File: src/include/mmcam_defs_defs.svh
`ifndef MMCAM_DEFS_DEFS_SVH
`define MMCAM_DEFS_DEFS_SVH

// entry count, one fire and one valid bit per entry
`define MMCAM_EFV_WIDTH 16

// entry address, log2 of the entry count
`define MMCAM_ADDR_WIDTH 4

// key fields
`define MMCAM_NODE_WIDTH 6
`define MMCAM_GEN_WIDTH 4

// full key word, node followed by generation
`define MMCAM_KEY_WIDTH (`MMCAM_NODE_WIDTH + `MMCAM_GEN_WIDTH)

// operand word
`define MMCAM_DATA_WIDTH 16

`endif

File: src/rtl/mmcam_token_pkg.sv
`include "mmcam_defs_defs.svh"

package mmcam_token_pkg;

    // key seen as one raw word by the comparators
    // or as node and generation by the output stage
    typedef union packed {
        logic [`MMCAM_KEY_WIDTH-1:0] raw;
        struct packed {
            logic [`MMCAM_NODE_WIDTH-1:0] node;
            logic [`MMCAM_GEN_WIDTH-1:0]  gen;
        } f;
    } mmcam_key_u;

    // incoming token
    typedef struct packed {
        mmcam_key_u                   key;
        // 1 = right operand
        logic                         lr;
        // 1 = wait for a partner
        logic                         mf;
        logic [`MMCAM_DATA_WIDTH-1:0] data;
    } mmcam_token_t;

    // result toward the execution unit
    typedef struct packed {
        logic [`MMCAM_NODE_WIDTH-1:0] node;
        logic [`MMCAM_GEN_WIDTH-1:0]  gen;
        // 1 = two operands, 0 = single
        logic                         pair;
        logic [`MMCAM_DATA_WIDTH-1:0] ldata;
        logic [`MMCAM_DATA_WIDTH-1:0] rdata;
    } mmcam_result_t;

endpackage

File: src/rtl/mmcam_ctrl_pkg.sv
`include "mmcam_defs_defs.svh"

package mmcam_ctrl_pkg;

    // registered memory-access controls from the control block
    typedef struct packed {
        // write staged token into the enabled entry
        logic                         wr_e;
        // read out and free entry addr
        logic                         del;
        logic [`MMCAM_ADDR_WIDTH-1:0] addr;
    } mmcam_ma_t;

    // compare results from the entry array
    typedef struct packed {
        // key hit, already gated by request
        logic [`MMCAM_EFV_WIDTH-1:0] fire;
        // occupied entries
        logic [`MMCAM_EFV_WIDTH-1:0] valid;
    } mmcam_match_t;

endpackage

File: src/rtl/mmcam_entry_array.sv
`timescale 1ns/1ps
`include "mmcam_defs_defs.svh"

module mmcam_entry_array (
    input  logic                            CP,
    input  logic                            MR,
    input  logic                            in_valid,
    input  mmcam_token_pkg::mmcam_token_t   in_tok,
    input  logic [`MMCAM_EFV_WIDTH-1:0]     en,
    input  mmcam_ctrl_pkg::mmcam_ma_t       ma,
    output mmcam_ctrl_pkg::mmcam_match_t    match,
    output mmcam_token_pkg::mmcam_token_t   rd_tok,
    output mmcam_token_pkg::mmcam_token_t   stg_tok,
    output logic                            overflow,
    output logic [`MMCAM_ADDR_WIDTH:0]      occupancy
);
    import mmcam_token_pkg::*;

    localparam int EW = `MMCAM_EFV_WIDTH;

    // entry payload
    mmcam_token_t ent [EW];
    logic [EW-1:0] valid_q;
    // token and enable held for the write cycle
    mmcam_token_t stg_q;
    logic [EW-1:0] en_q;
    logic [EW-1:0] fire_c;
    logic [`MMCAM_ADDR_WIDTH:0] cnt_c;

    // one comparator per entry
    always_comb begin
        for (int i = 0; i < EW; i++) begin
            // only a matching request may fire
            fire_c[i] = valid_q[i] && in_valid && in_tok.mf &&
                        (ent[i].key.raw == in_tok.key.raw);
        end
    end

    assign match.fire  = fire_c;
    assign match.valid = valid_q;

    // stage arriving token
    always_ff @(posedge CP) begin
        if (in_valid) begin
            stg_q <= in_tok;
        end
    end

    // enable follows the control register by the same edge
    always_ff @(posedge CP or posedge MR) begin
        if (MR) begin
            en_q <= '0;
        end else begin
            en_q <= en;
        end
    end

    // entry write
    always_ff @(posedge CP) begin
        for (int i = 0; i < EW; i++) begin
            if (ma.wr_e && en_q[i]) begin
                ent[i] <= stg_q;
            end
        end
    end

    // valid bits, set on write, cleared on delete
    always_ff @(posedge CP or posedge MR) begin
        if (MR) begin
            valid_q <= '0;
        end else begin
            for (int i = 0; i < EW; i++) begin
                if (ma.wr_e && en_q[i]) begin
                    valid_q[i] <= 1'b1;
                end else if (ma.del && (ma.addr == i[`MMCAM_ADDR_WIDTH-1:0])) begin
                    valid_q[i] <= 1'b0;
                end
            end
        end
    end

    // write requested but no free slot was found
    always_ff @(posedge CP or posedge MR) begin
        if (MR) begin
            overflow <= 1'b0;
        end else begin
            overflow <= ma.wr_e && (en_q == '0);
        end
    end

    // population count of valid bits
    always_comb begin
        cnt_c = '0;
        for (int i = 0; i < EW; i++) begin
            cnt_c = cnt_c + {{`MMCAM_ADDR_WIDTH{1'b0}}, valid_q[i]};
        end
    end

    assign occupancy = cnt_c;
    // read port for the fired entry
    assign rd_tok  = ent[ma.addr];
    assign stg_tok = stg_q;

endmodule

File: src/rtl/mmcam_or_am_ma.sv
`timescale 1ns/1ps
`include "mmcam_defs_defs.svh"

module mmcam_or_am_ma (
    input  logic                            CP,
    input  logic                            MR,
    input  logic                            mf,
    input  logic [`MMCAM_EFV_WIDTH-1:0]     fire,
    input  logic [`MMCAM_EFV_WIDTH-1:0]     valid,
    output logic [`MMCAM_EFV_WIDTH-1:0]     en,
    output mmcam_ctrl_pkg::mmcam_ma_t       ma
);
    localparam int EW = `MMCAM_EFV_WIDTH;
    localparam int AW = `MMCAM_ADDR_WIDTH;

    logic          fire_or;
    logic [AW-1:0] r_addr;
    logic [AW-1:0] w_addr;
    logic          found;

    // fire detection
    assign fire_or = |fire;

    // lowest-index fire wins when several equal keys wait
    always_comb begin
        r_addr = '0;
        // scan downward so the lowest set bit is kept
        for (int i = EW - 1; i >= 0; i--) begin
            if (fire[i]) begin
                r_addr = AW'(i);
            end
        end
    end

    // address manager, lowest free slot
    always_comb begin
        en     = '0;
        w_addr = '0;
        found  = 1'b0;
        // no slot on a fire or without a request
        if (mf && !fire_or) begin
            for (int i = 0; i < EW; i++) begin
                if (!valid[i] && !found) begin
                    en[i]  = 1'b1;
                    w_addr = AW'(i);
                    found  = 1'b1;
                end
            end
        end
        // full table leaves en at zero
    end

    // memory-access control register
    always_ff @(posedge CP or posedge MR) begin
        if (MR) begin
            ma.wr_e <= 1'b0;
            ma.del  <= 1'b0;
            ma.addr <= '0;
        end else if (mf) begin
            if (fire_or) begin
                // read out partner and free it
                ma.wr_e <= 1'b0;
                ma.del  <= 1'b1;
                ma.addr <= r_addr;
            end else begin
                // store and wait
                ma.wr_e <= 1'b1;
                ma.del  <= 1'b0;
                ma.addr <= w_addr;
            end
        end else begin
            // idle or bypass, addr held
            ma.wr_e <= 1'b0;
            ma.del  <= 1'b0;
        end
    end

endmodule

File: src/rtl/mmcam_pair_out.sv
`timescale 1ns/1ps
`include "mmcam_defs_defs.svh"

module mmcam_pair_out (
    input  logic                            CP,
    input  logic                            MR,
    input  logic                            in_valid,
    input  mmcam_token_pkg::mmcam_token_t   in_tok,
    input  logic                            del,
    input  mmcam_token_pkg::mmcam_token_t   stg_tok,
    input  mmcam_token_pkg::mmcam_token_t   rd_tok,
    output logic                            out_valid,
    output mmcam_token_pkg::mmcam_result_t  out_res
);
    import mmcam_token_pkg::*;

    // bypass stage to line up with the fire path
    logic          byp_q;
    mmcam_token_t  byp_tok_q;
    mmcam_result_t res_c;

    always_ff @(posedge CP) begin
        if (in_valid && !in_tok.mf) begin
            byp_tok_q <= in_tok;
        end
    end

    always_comb begin
        if (del) begin
            // key taken from the arriving token
            res_c.node = stg_tok.key.f.node;
            res_c.gen  = stg_tok.key.f.gen;
            res_c.pair = 1'b1;
            // lr picks the slot of the arriving operand
            if (stg_tok.lr) begin
                res_c.ldata = rd_tok.data;
                res_c.rdata = stg_tok.data;
            end else begin
                res_c.ldata = stg_tok.data;
                res_c.rdata = rd_tok.data;
            end
        end else begin
            // single operand, left slot only
            res_c.node  = byp_tok_q.key.f.node;
            res_c.gen   = byp_tok_q.key.f.gen;
            res_c.pair  = 1'b0;
            res_c.ldata = byp_tok_q.data;
            res_c.rdata = '0;
        end
    end

    always_ff @(posedge CP or posedge MR) begin
        if (MR) begin
            byp_q     <= 1'b0;
            out_valid <= 1'b0;
        end else begin
            byp_q     <= in_valid && !in_tok.mf;
            out_valid <= del || byp_q;
        end
    end

    // result payload, loaded only with a pulse
    always_ff @(posedge CP) begin
        if (del || byp_q) begin
            out_res <= res_c;
        end
    end

endmodule

File: src/rtl/mmcam_top.sv
`timescale 1ns/1ps
`include "mmcam_defs_defs.svh"

module mmcam_top (
    input  logic                            CP,
    input  logic                            MR,
    input  logic                            in_valid,
    input  mmcam_token_pkg::mmcam_token_t   in_tok,
    output logic                            out_valid,
    output mmcam_token_pkg::mmcam_result_t  out_res,
    output logic                            overflow,
    output logic [`MMCAM_ADDR_WIDTH:0]      occupancy
);
    import mmcam_token_pkg::*;
    import mmcam_ctrl_pkg::*;

    mmcam_match_t                match;
    mmcam_ma_t                   ma;
    logic [`MMCAM_EFV_WIDTH-1:0] en;
    mmcam_token_t                rd_tok;
    mmcam_token_t                stg_tok;
    // match request, valid token that waits for a partner
    logic                        req;

    assign req = in_valid && in_tok.mf;

    // storage and comparators
    mmcam_entry_array u_array (
        .CP        (CP),
        .MR        (MR),
        .in_valid  (in_valid),
        .in_tok    (in_tok),
        .en        (en),
        .ma        (ma),
        .match     (match),
        .rd_tok    (rd_tok),
        .stg_tok   (stg_tok),
        .overflow  (overflow),
        .occupancy (occupancy)
    );

    // fire, free slot and access control
    mmcam_or_am_ma u_ctrl (
        .CP    (CP),
        .MR    (MR),
        .mf    (req),
        .fire  (match.fire),
        .valid (match.valid),
        .en    (en),
        .ma    (ma)
    );

    mmcam_pair_out u_out (
        .CP        (CP),
        .MR        (MR),
        .in_valid  (in_valid),
        .in_tok    (in_tok),
        .del       (ma.del),
        .stg_tok   (stg_tok),
        .rd_tok    (rd_tok),
        .out_valid (out_valid),
        .out_res   (out_res)
    );

endmodule

File: config.mk
export PLATFORM = sky130hd
export DESIGN_NAME = mmcam_top
export DESIGN_NICKNAME = d
export VERILOG_FILES = /design/src/rtl/mmcam_token_pkg.sv /design/src/rtl/mmcam_ctrl_pkg.sv /design/src/rtl/mmcam_entry_array.sv /design/src/rtl/mmcam_or_am_ma.sv /design/src/rtl/mmcam_pair_out.sv /design/src/rtl/mmcam_top.sv
export VERILOG_INCLUDE_DIRS = /design/src /design/src/include
export SDC_FILE = /design/constraint.sdc
export NUM_CORES = 1
export LEC_CHECK = 0
export BUFFER_PORTS_ARGS = -buffer_cell sky130_fd_sc_hd__buf_2
export CAP_MARGIN = 20
export CORE_AREA = 2 2 230 232
export DETAILED_ROUTE_END_ITERATION = 12
export DIE_AREA = 0 0 232 234
export PLACE_DENSITY_LB_ADDON = 0.25
export SETUP_SLACK_MARGIN = 0.3
export SYNTH_ARGS = -nofsm -noshare
export SYNTH_HDL_FRONTEND = slang
export SYNTH_SLANG_ARGS = --single-unit
File: constraint.sdc
create_clock -name CP -period 3.55 [get_ports CP]
set_clock_uncertainty 0.05 [all_clocks]
set_input_delay 0.1775 -clock CP [delete_from_list [all_inputs] [get_ports CP]]
set_output_delay 0.1775 -clock CP [all_outputs]
set_load 0.02 [all_outputs]
**Word-level counts from Yosys, hierarchy flattened**

Memory sizes are Yosys's and may differ from the RTL's.
Index checks and enable logic that the tools add are counted.

- Memories: 1
- Input port bits: 31
- RAM bits: 448
- Output and inout bits: 50
- Register bits after elaboration: 138

- Equal/unequal tests: 31
- $add $sub $neg: 15
- Reduce and logical (&&, ||, !) cells: 151
- Muxes and demuxes: 146

Memory list:

| name | words | width | read ports | clocked after Yosys merged registers in | write ports | RTL line | text |
|---|---|---|---|---|---|---|---|
| u_array.ent | 16 | 28 | 17 | 0 | 16 | mmcam_entry_array.sv:22 | `mmcam_token_t ent [EW];` |

Operators with widths:

| cell | number |
|---|---|
| == test 10 bit | 16 |
| two-way mux 1 bit | 110 |
| two-way mux 4 bit | 25 |
| logical AND 1 bit | 99 |
| adder 5 x 1 -> 5 bit | 14 |
| two-way mux 43 bit | 1 |
| == test 4 bit, second input constant | 8 |
| zero test 1 bit | 32 |
| two-way mux 32 bit | 1 |
| nonzero test 2 bit | 16 |
| == test 4 x 3 -> 1 bit, second input constant | 4 |
| zero test 16 bit | 1 |
| two-way mux 16 bit | 1 |
| OR reduction 16 bit | 1 |
| two-way mux 3 bit | 4 |
| == test 4 x 2 -> 1 bit, second input constant | 2 |
| two-way mux 2 bit | 3 |
| two-way mux 6 bit | 1 |
| == test 4 x 1 -> 1 bit, second input constant | 1 |
| zero test 4 bit | 1 |
| adder 1 x 1 -> 2 bit | 1 |
| logical OR 1 bit | 1 |

**Depth between registers and ports, before layout**

Gate-level depths: netlist (run 1).

- Word-level depth: 69
- Gate-level depth with buffers: 13

**By module**

A second synthesis (run 1) with hierarchy kept.

- Cells, all modules: 1381
- Area, all modules: 24847.6 um2

By module, submodules not included:

| module | instances | cells an instance | area an instance (um2) | sequential area each (um2) |
|---|---|---|---|---|
| mmcam_entry_array | 1 | 1103 | 21147.8 | 15119.5 |
| mmcam_pair_out | 1 | 174 | 2934.1 | 2122.0 |
| mmcam_or_am_ma | 1 | 103 | 759.5 | 150.1 |
| mmcam_top | 1 | 1 | 6.3 | 0.0 |

**Least setup slack after synthesis (run 1)**

OpenSTA, ideal clock, no wires.

- Path kind: reg2out
- Start point: register u_array.valid_q[0]
- End point: output occupancy[2]
- Path slack: -0.519 ns
- Required time: 3.322 ns
- Data arrival time: 3.842 ns
- Cell stages (with the launch flop): 10
- Path buffers: 0
- Cells stage by stage: dfrtp_1 ha_1 fa_1 fa_1 fa_1 fa_1 inv_1 fa_1 fa_1 xor2_1

- Cells in the longest elaborated chain, start to end: 15

RTL lines:

| what | RTL line | text |
|---|---|---|
| start: declaration | mmcam_entry_array.sv:23 | `logic [EW-1:0] valid_q;` |
| start signal: assignment | mmcam_entry_array.sv:70 | `valid_q <= '0;` |
| start signal: indexed assignment | mmcam_entry_array.sv:74 | `valid_q[i] <= 1'b1;` |
| start signal: indexed assignment | mmcam_entry_array.sv:76 | `valid_q[i] <= 1'b0;` |
| adder 1 x 1 -> 2 bit | mmcam_entry_array.sv:95 | `` cnt_c = cnt_c + {{`MMCAM_ADDR_WIDTH{1'b0}}, valid_q[i]}; `` |
| adder 5 x 1 -> 5 bit (14 in series) | mmcam_entry_array.sv:95 |  |
| end: declaration | mmcam_top.sv:12 | `` output logic [`MMCAM_ADDR_WIDTH:0] occupancy `` |

Every way passes these cells.

**Worst setup path after layout (run 1)**

- Start point: register u_array.valid_q[1]
- End point: output occupancy[4]

Same word-level chain as after synthesis.

==> impl_metrics.toml, run 1 <==
[setup_path]
r2r_slack_ps = 710
endpoint_kind = "primary output"
crit_top_cell = "fa_1"
crit_chain = "inv_2, ha_4, fa_1, fa_1, fa_1, fa_1, inv_1, fa_2, fa_2, a21oi_2, nor2b_2, buf_6"
crit_slowest_cell = "fa_1"
crit_arrival_ps = 4240
worst-path-max-fanout = 2
slowest_delay_ps = 510
cp.required_ps = 3320
path_class = "reg -> out"
startpoint_type = "flop"

[floorplanning]
die_area_mm2 = 0.0543
die_x_um = 232
num_io_pins = 81
start_util = 0.445
die_y_um = 234
rows = 84
coreArea_mm2 = 0.0520

[placed_design]
place_congestion = 0.855
post-dp-hpwl_um = 32400
dp.cells = 2075
placed_cell_area_mm2 = 0.0245
port_buffers = 80

[global_route]
overflow = 0
grt_pass1_vias = 12300
antenna_found_initial = 1
grt_max_degree = 64
grt_pass1_wl_um = 79500
grt_usage = 0.201

[timing]
hold_viol_final = 0
tightest_slew_ps = 1010
worst_slack_ps = -920
max_slew_margin = 0.324
max_freq_mhz = 224
finalMaxSlewViolations = 0
period_minus_slack_ps = 4470
period_share = 1.26
rsz0062_at_grt = "true"
setup_viol = 5

[cts]
clkTransAtPathRegs_ps = 60
clock_latency_ps = 610
clock_path_buffers = 3
root_buffer = "clkbuf_16"
post_cts_buffers = 0
htreeDepth = 2
cts_tree = "done"
cts_buffers = 56
clock-sinks = 553

[layout]
drive_above_1_share = 0.234
instances_no_fill = 2198
areaGrowthSynthToFinish_pct = 14.6
final_common_cell = "edfxtp_1"
final_cell_mix = "edfxtp_1 (512), xor2_1 (106), mux4_2 (80)"
diodes = 0
fin_util = 0.510
layout.nets = 1514
stdcell_area_mm2 = 0.0265
nFillCells = 4231

[route]
drt_first_pass_iters = 5
vias = 12300
wl_per_cell_um = 24.5
vias_per_cell = 5.60
wirelength_um = 53800
drtIter0Drc = 1083
ant_nets = 0
drc = 0

[yosys]
syn-cell-area_mm2 = 0.0232
avgSynthCellArea_um2 = 17.8
yosys_warnings = 0
synth_edf_count = 512
synthArstFlopShare = 0.0741
synth_cells = 1304
ys_types = 67
ys_top_cells_by_area = "edfxtp_1 (66%), mux4_2 (7.8%), dfrtp_1 (4.4%)"
synth_top_area_share = 0.664
seq_area_frac_synth = 0.708
ys_seq_elements = 553
synth_flop_cell = "edfxtp_1"
synth_largest_area_cell = "edfxtp_1"
synth_nets = 1352

[outcome]
status = "complete, but fails checks"
violations = "negative setup slack"

[pwr]
powerDensity_mw_per_mm2 = 601
finalPower_w = 0.0160
ir_drop_v = 0.000352
leakage_nw = 8.95

[hold_path]
hp-class = "in -> reg"

[flow_run]
maxCapViolCount = 0
==> routing by layer <==
| layer | vias to the layer above | track usage | routed length (µm) |
|---|---|---|---|
| li1 | 5405 | - | - |
| met1 | 6418 | 0.282 | 23700 |
| met2 | 408 | 0.325 | 25900 |
| met3 | 84 | 0.0302 | 3060 |
| met4 | 0 | 0.0601 | 1150 |
| met5 | - | 0 | 0 |
==> registers in the layout, summed over array words and instances (netlist names) <==
| register | flops |
|---|---|
| u_array.ent | 416 |
| u_out.out_res | 43 |
| u_array.stg_tok | 27 |
| u_out.byp_tok_q | 26 |
| u_array.en_q | 16 |
| u_array.valid_q | 16 |
| u_ctrl.ma | 6 |
| u_array.overflow | 1 |
| u_out.byp_q | 1 |
| u_out.out_valid | 1 |
==> Yosys cell counts, types with 24 or more instances <==
library cell  count
edfxtp_1        512
xor2_1          107
nand2_1          24
nor4_1           54
dfrtp_1          41
inv_1            26
xnor2_1          54
nand3_1          45
mux2i_1          32
nand2b_1         24
mux4_2           80
==> kinds of logic (layout without fill, tap and decap cells) <==
| logic type | count (synthesis) | count (layout) | share of synthesized area |
|---|---|---|---|
| simple gates | 293 | 293 | 0.0776 |
| compound gates | 69 | 69 | 0.0180 |
| buf+inv | 88 | 294 | 0.0256 |
| mux | 122 | 122 | 0.0965 |
| xor+xnor | 162 | 162 | 0.0616 |
| fa+ha+maj | 17 | 17 | 0.0124 |
| flops | 553 | 553 | 0.708 |
==> layout make-up <==
type	count	area (µm²)	area share
clock inverter	24	191	0.00721
timing repair buffer	166	1200	0.0452
tap	688	861	0.0324
inverter	26	97.6	0.00368
multi-input combinational	663	6220	0.234
sequential	553	16400	0.618
clock buffer	78	1570	0.0590
==> per-stage QoR <==
step,TNS (ps),setup WS [ps],hold WS (ps)
finish,-3990,-920,49.5
global route,-4660,-1060,35.5
CTS,-4480,-1030,12.6
detailed placement,-1410,-396,306
global placement,-1350,-373,309
floorplan,-863,-262,226
==> final timing paths <==
path / startpoint / end / cells after the start
setup / recovery: u_array.valid_q[1] / occupancy[4] / 12
hold / removal: in_tok[21] / u_out.byp_tok_q[21] / 1
setup reg to reg: u_ctrl.ma[0] / u_out.out_res[18] / 5
hold reg to reg: u_array.en_q[12] / u_array.overflow / 1
max in group asynchronous: MR / u_ctrl.ma[0] / 3
min in group asynchronous: MR / u_out.out_valid / 3
==> repair_timing <==
| action | 4_1_cts | 5_1_grt |
|---|---|---|
| pin swaps | 1 | 0 |
| hold buffers | 21 | 0 |
| resized for setup | 7 | 4 |
| hold endpoints to repair | 80 | 0 |
| setup endpoints to repair | 5 | 5 |
==> worst max-delay path: cells and delay by family (launching register included) <==
family | cells | cell delay, ps
DFF | 1 | 380
buffers and inverters | 3 | 240
adders and majority gates | 7 | 2830
and+or+nand+nor | 1 | 50
AOI/OAI and AO/OA | 1 | 150
==> power breakdown <==
part,internal [W],switching (W),total (W)
clock,0.00327,0.00235,0.00563
combinational,0.00139,0.00130,0.00269
sequential,0.00732,0.000323,0.00764
total,0.0120,0.00397,0.0160
(Power assumes the default switching activity.)
==> run 2: changes to the inputs <==
- CORE_AREA: 2 2 230 232 -> 2 2 209 211
- DIE_AREA: 0 0 232 234 -> 0 0 211 213
==> run 2 against run 1 <==
Net effect: the flow still finishes with violations (negative setup slack); global-route usage up 4.0 points; register-to-register slack better by 20 ps; die area fell by 17%; clock power decreased by 3%; sequential share of layout area grew 0.94 points; power fell by 1.2%; hold slack better by 75 ps; critical path type unchanged; largest cell class unchanged.
==> impl_metrics.toml, run 2 (synthesized netlist as in run 1, its figures left out) <==
[setup_path]
r2r_slack_ps = 730
crit_slowest_cell = "fa_1"
slowest_delay_ps = 520
cp.required_ps = 3320
worst-path-max-fanout = 2
startpoint_type = "flop"
crit_chain = "inv_1, ha_1, fa_1, fa_1, fa_1, fa_1, inv_1, fa_2, fa_2, a21oi_2, nor2b_2, buf_6"
crit_top_cell = "fa_1"
endpoint_kind = "primary output"
crit_arrival_ps = 4330
path_class = "reg -> out"

[route]
drc = 0
wl_per_cell_um = 25.7
vias = 12300
vias_per_cell = 6.00
wirelength_um = 52600
ant_nets = 0
drt_first_pass_iters = 5
drtIter0Drc = 1189

[floorplanning]
start_util = 0.542
num_io_pins = 81
die_y_um = 213
coreArea_mm2 = 0.0427
rows = 76
die_area_mm2 = 0.0449
die_x_um = 211

[layout]
areaGrowthSynthToFinish_pct = 12.9
final_cell_mix = "edfxtp_1 (512), xor2_1 (106), mux4_2 (80)"
max_flop_register = "u_array.ent"
layout.nets = 1499
final_common_cell = "edfxtp_1"
stdcell_area_mm2 = 0.0261
largest_register_ffs = 416
drive_above_1_share = 0.228

[cts]
cts_buffers = 54
clock_latency_ps = 600
clock-sinks = 553
root_buffer = "clkbuf_16"
cts_tree = "done"
htreeDepth = 2
clock_path_buffers = 3
clkTransAtPathRegs_ps = 60

[timing]
max_freq_mhz = 219
finalMaxSlewViolations = 0
rsz0062_at_grt = "true"
hold_slack_ps = 124
period_minus_slack_ps = 4560
tightest_slew_ps = 993
hold_viol_final = 0
worst_slack_ps = -1010
period_share = 1.28
max_slew_margin = 0.338
setup_viol = 5

[pwr]
powerDensity_mw_per_mm2 = 603
ir_drop_v = 0.000344
leakage_nw = 8.84

[hold_path]
hp-class = "in -> reg"

[outcome]
violations = "negative setup slack"
status = "complete, but fails checks"

[global_route]
grt_pass1_vias = 12400
overflow = 0
grt_pass1_wl_um = 77700
antenna_found_initial = 1
grt_max_degree = 50
grt_usage = 0.241

[placed_design]
post-dp-hpwl_um = 30700
place_congestion = 0.878
place_ws_ps = -421
placed_cell_area_mm2 = 0.0242
port_buffers = 80

[flow_run]
maxCapViolCount = 0
run 2: layout make-up:
cell class,instances,area (µm²)
multi-input combinational,663,6210
timing repair buffer,153,1070
antenna,1,2.50
fill,3030,16500
clock buffer,71,1440
inverter,26,97.6
tap,546,683
sequential,553,16400
clock inverter,30,238
run 2: power by group:
part	internal [W]	total, W	switching, W
Clock	0.00307	0.00545	0.00238
Combinational	0.00137	0.00268	0.00131
Sequential	0.00732	0.00763	0.000319
run 2: path summary, 6_finish.rpt:
| check | from | end | depth (start not counted) |
|---|---|---|---|
| worst max register to register | u_ctrl.ma[0] | u_out.out_res[25] | 5 |
| min in group asynchronous | MR | u_out.out_valid | 4 |
| worst min-delay path | in_tok[19] | u_out.byp_tok_q[19] | 1 |
| worst max-delay path | u_array.valid_q[1] | occupancy[4] | 12 |
| max in group asynchronous | MR | u_ctrl.ma[0] | 4 |
| worst min register to register | u_array.en_q[12] | u_array.overflow | 1 |
run 2: repair_timing:
action,4_1_cts,5_1_grt
resized for setup,9,0
endpoints found under the hold margin,75,0
buffers inserted,1,0
setup endpoints to repair,5,5
hold buffers,19,0
pin swaps,1,0
run 2: per-layer routing:
metal | up-vias | part of all wire | GRT usage
met4 | 0 | 0.025 | 0.0760
met1 | 6281 | 0.42 | 0.339
li1 | 5379 | - | -
met3 | 95 | 0.069 | 0.0362
met2 | 499 | 0.48 | 0.392
met5 | - | 0 | 0
run 2: critical path: cells and delay by family, from the launching register on:
family | cells | cell delay [ps]
fa+ha+maj | 7 | 2950
simple gates | 1 | 60
flops | 1 | 350
compound gates | 1 | 150
buf+inv | 3 | 230
run 2: per-stage QoR:
step,TNS [ps],util,power (W),instances
after floorplan,-863,-,0.00959,1304
after global placement,-1280,0.568,0.0103,1921
after detailed placement,-1480,0.568,0.0103,1921
after CTS,-4540,0.612,0.0159,2042
after global routing,-5010,0.612,0.0163,2042
final,-4350,0.612,0.0158,2043
==> run 3: changes to the inputs <==
- PLACE_DENSITY: default -> 0.74
- PLACE_DENSITY_LB_ADDON: 0.25 -> default
==> run 3 against run 2 <==
Net effect: the flow still finishes with violations (negative setup slack); largest power group unchanged; clock-buffer cell count is 7 lower; clock power is essentially flat; cell count shrank 0.44%; critical path type unchanged; combinational power decreased by 1%; power down 0.29%; via count is 2.3% higher; first-iteration DRC count fell by 13%.
==> impl_metrics.toml, run 3 (synthesized netlist as in run 1, its figures left out) <==
[outcome]
status = "complete, but fails checks"
violations = "negative setup slack"

[pwr]
power_frac_seq = 0.486
p_int_w = 0.0118
share_comb_of_total_power = 0.168
p_switching_w = 0.00396
switching_share = 0.252
powerDensity_mw_per_mm2 = 602
p_clk_frac = 0.346
ir_drop_v = 0.000380
leakage_nw = 8.82

[global_route]
overflow = 0
grt_max_degree = 52
grt_pass1_wl_um = 78000
grt_pass1_vias = 12800
grt_usage = 0.240
antenna_found_initial = 1

[timing]
max_slew_margin = 0.331
tightest_slew_ps = 1000
period_minus_slack_ps = 4490
hold_viol_final = 0
rsz0062_at_grt = "true"
hold_slack_ps = 113
finalMaxSlewViolations = 0
worst_slack_ps = -940
max_freq_mhz = 223
setup_viol = 5
fin_setup_tns_ps = -4070
period_share = 1.26

[hold_path]
hold-path-endpoint = "u_array.stg_tok[27]"
hp-class = "in -> reg"
hp-start = "in_tok[27]"
hold_path_depth = 1

[cts]
root_buffer = "clkbuf_16"
clkTransAtPathRegs_ps = 60
post_cts_buffers = 0
cts_tree = "done"
htreeDepth = 2
clock_path_buffers = 3
cts_buffers = 53
clock_latency_ps = 600
clock-sinks = 553

[setup_path]
crit_top_cell = "fa_1"
crit_arrival_ps = 4260
endpoint_kind = "primary output"
reg2reg_depth = 5
reg2reg_to = "u_out.out_res[22]"
startpoint_type = "flop"
path_class = "reg -> out"
crit_chain = "ha_4, fa_1, fa_1, fa_1, fa_1, inv_2, fa_2, fa_2, a21oi_2, nor2b_2, buf_6"
reg2reg_from = "u_ctrl.ma[0]"
r2r_slack_ps = 730
cp.required_ps = 3320
crit_slowest_cell = "fa_1"
worst-path-max-fanout = 2
slowest_delay_ps = 510

[layout]
max_flop_register = "u_array.ent"
final_common_cell = "edfxtp_1"
final_cell_mix = "edfxtp_1 (512), xor2_1 (106), mux4_2 (80)"
areaGrowthSynthToFinish_pct = 12.8
largest_register_ffs = 416
fin_util = 0.612
diodes = 0
nFillCells = 2961
drive_above_1_share = 0.231
layout.nets = 1493

[route]
drc = 0
drtIter0Drc = 1036
wl_per_cell_um = 25.8
vias = 12500
drt_first_pass_iters = 7
wirelength_um = 52600
vias_per_cell = 6.16
ant_nets = 0

[placed_design]
place_congestion = 0.921
place_ws_ps = -409
port_buffers = 80
post-dp-hpwl_um = 30500

[floorplanning]
num_io_pins = 81
rows = 76
start_util = 0.542
die_area_mm2 = 0.0449
die_y_um = 213
coreArea_mm2 = 0.0427
die_x_um = 211

[flow_run]
maxCapViolCount = 0
-- run 3: per-stage QoR --
step                      std cells  total power, W  cell area, µm²
after CTS                      2034          0.0158           26100
after floorplan                1304         0.00959           23200
after global routing           2034          0.0163           26100
final                          2034          0.0157           26100
after detailed placement       1917          0.0103           24200
after global placement         1917          0.0102           24200
-- run 3: how the worst max path moves through the flow --
stage	cells after the start	to	slack [ps]	start
after floorplan	10	occupancy[2]	-260	u_array.valid_q[1]
after global placement	11	occupancy[2]	-350	u_array.valid_q[1]
after detailed placement	11	occupancy[2]	-410	u_array.valid_q[1]
after CTS	12	occupancy[4]	-980	u_array.valid_q[1]
after global routing	12	occupancy[4]	-1050	u_array.valid_q[1]
final	11	occupancy[4]	-940	u_array.valid_q[0]
-- run 3: final cells by class --
| type | instances | area [µm²] | area share |
|---|---|---|---|
| Inverter | 26 | 97.6 | 0.00374 |
| Clock inverter | 34 | 280 | 0.0107 |
| Clock buffer | 64 | 1390 | 0.0532 |
| Timing Repair Buffer | 148 | 1040 | 0.0397 |
| Multi-Input combinational cell | 663 | 6220 | 0.238 |
| Sequential cell | 553 | 16400 | 0.628 |
| Tap cell | 546 | 683 | 0.0262 |
-- run 3: layer usage --
metal / share of wire / routed length [µm] / vias up / GRT usage
met3: 0.069 / 3650 / 123 / 0.0334
met5: 0 / 0 / - / 0
met2: 0.50 / 26200 / 584 / 0.404
met1: 0.40 / 21100 / 6468 / 0.323
li1: - / - / 5362 / -
met4: 0.030 / 1600 / 0 / 0.0877
-- run 3: power by group through the flow --
stage          registers [W]  logic (W)  clock network, W
2_1_floorplan        0.00757    0.00202                 0
3_3_place_gp         0.00775    0.00245                 0
3_5_place_dp         0.00777    0.00249                 0
4_1_cts              0.00764    0.00265           0.00550
5_1_grt              0.00767    0.00285           0.00575
6_report             0.00764    0.00264           0.00544
-- run 3: repair_timing --
action	in CTS	in global routing
setup endpoints to repair	5	5
pin swaps	1	2
hold buffers	19	0
endpoints found under the hold margin	75	0
resized for setup	11	1
-- run 3: worst max-delay path: cells and delay by family, from the launching register on --
kind,cells,cell delay [ps]
AOI/OAI and AO/OA,1,150
adders and majority gates,7,2890
buffers and inverters,2,160
and+or+nand+nor,1,50
DFF,1,420
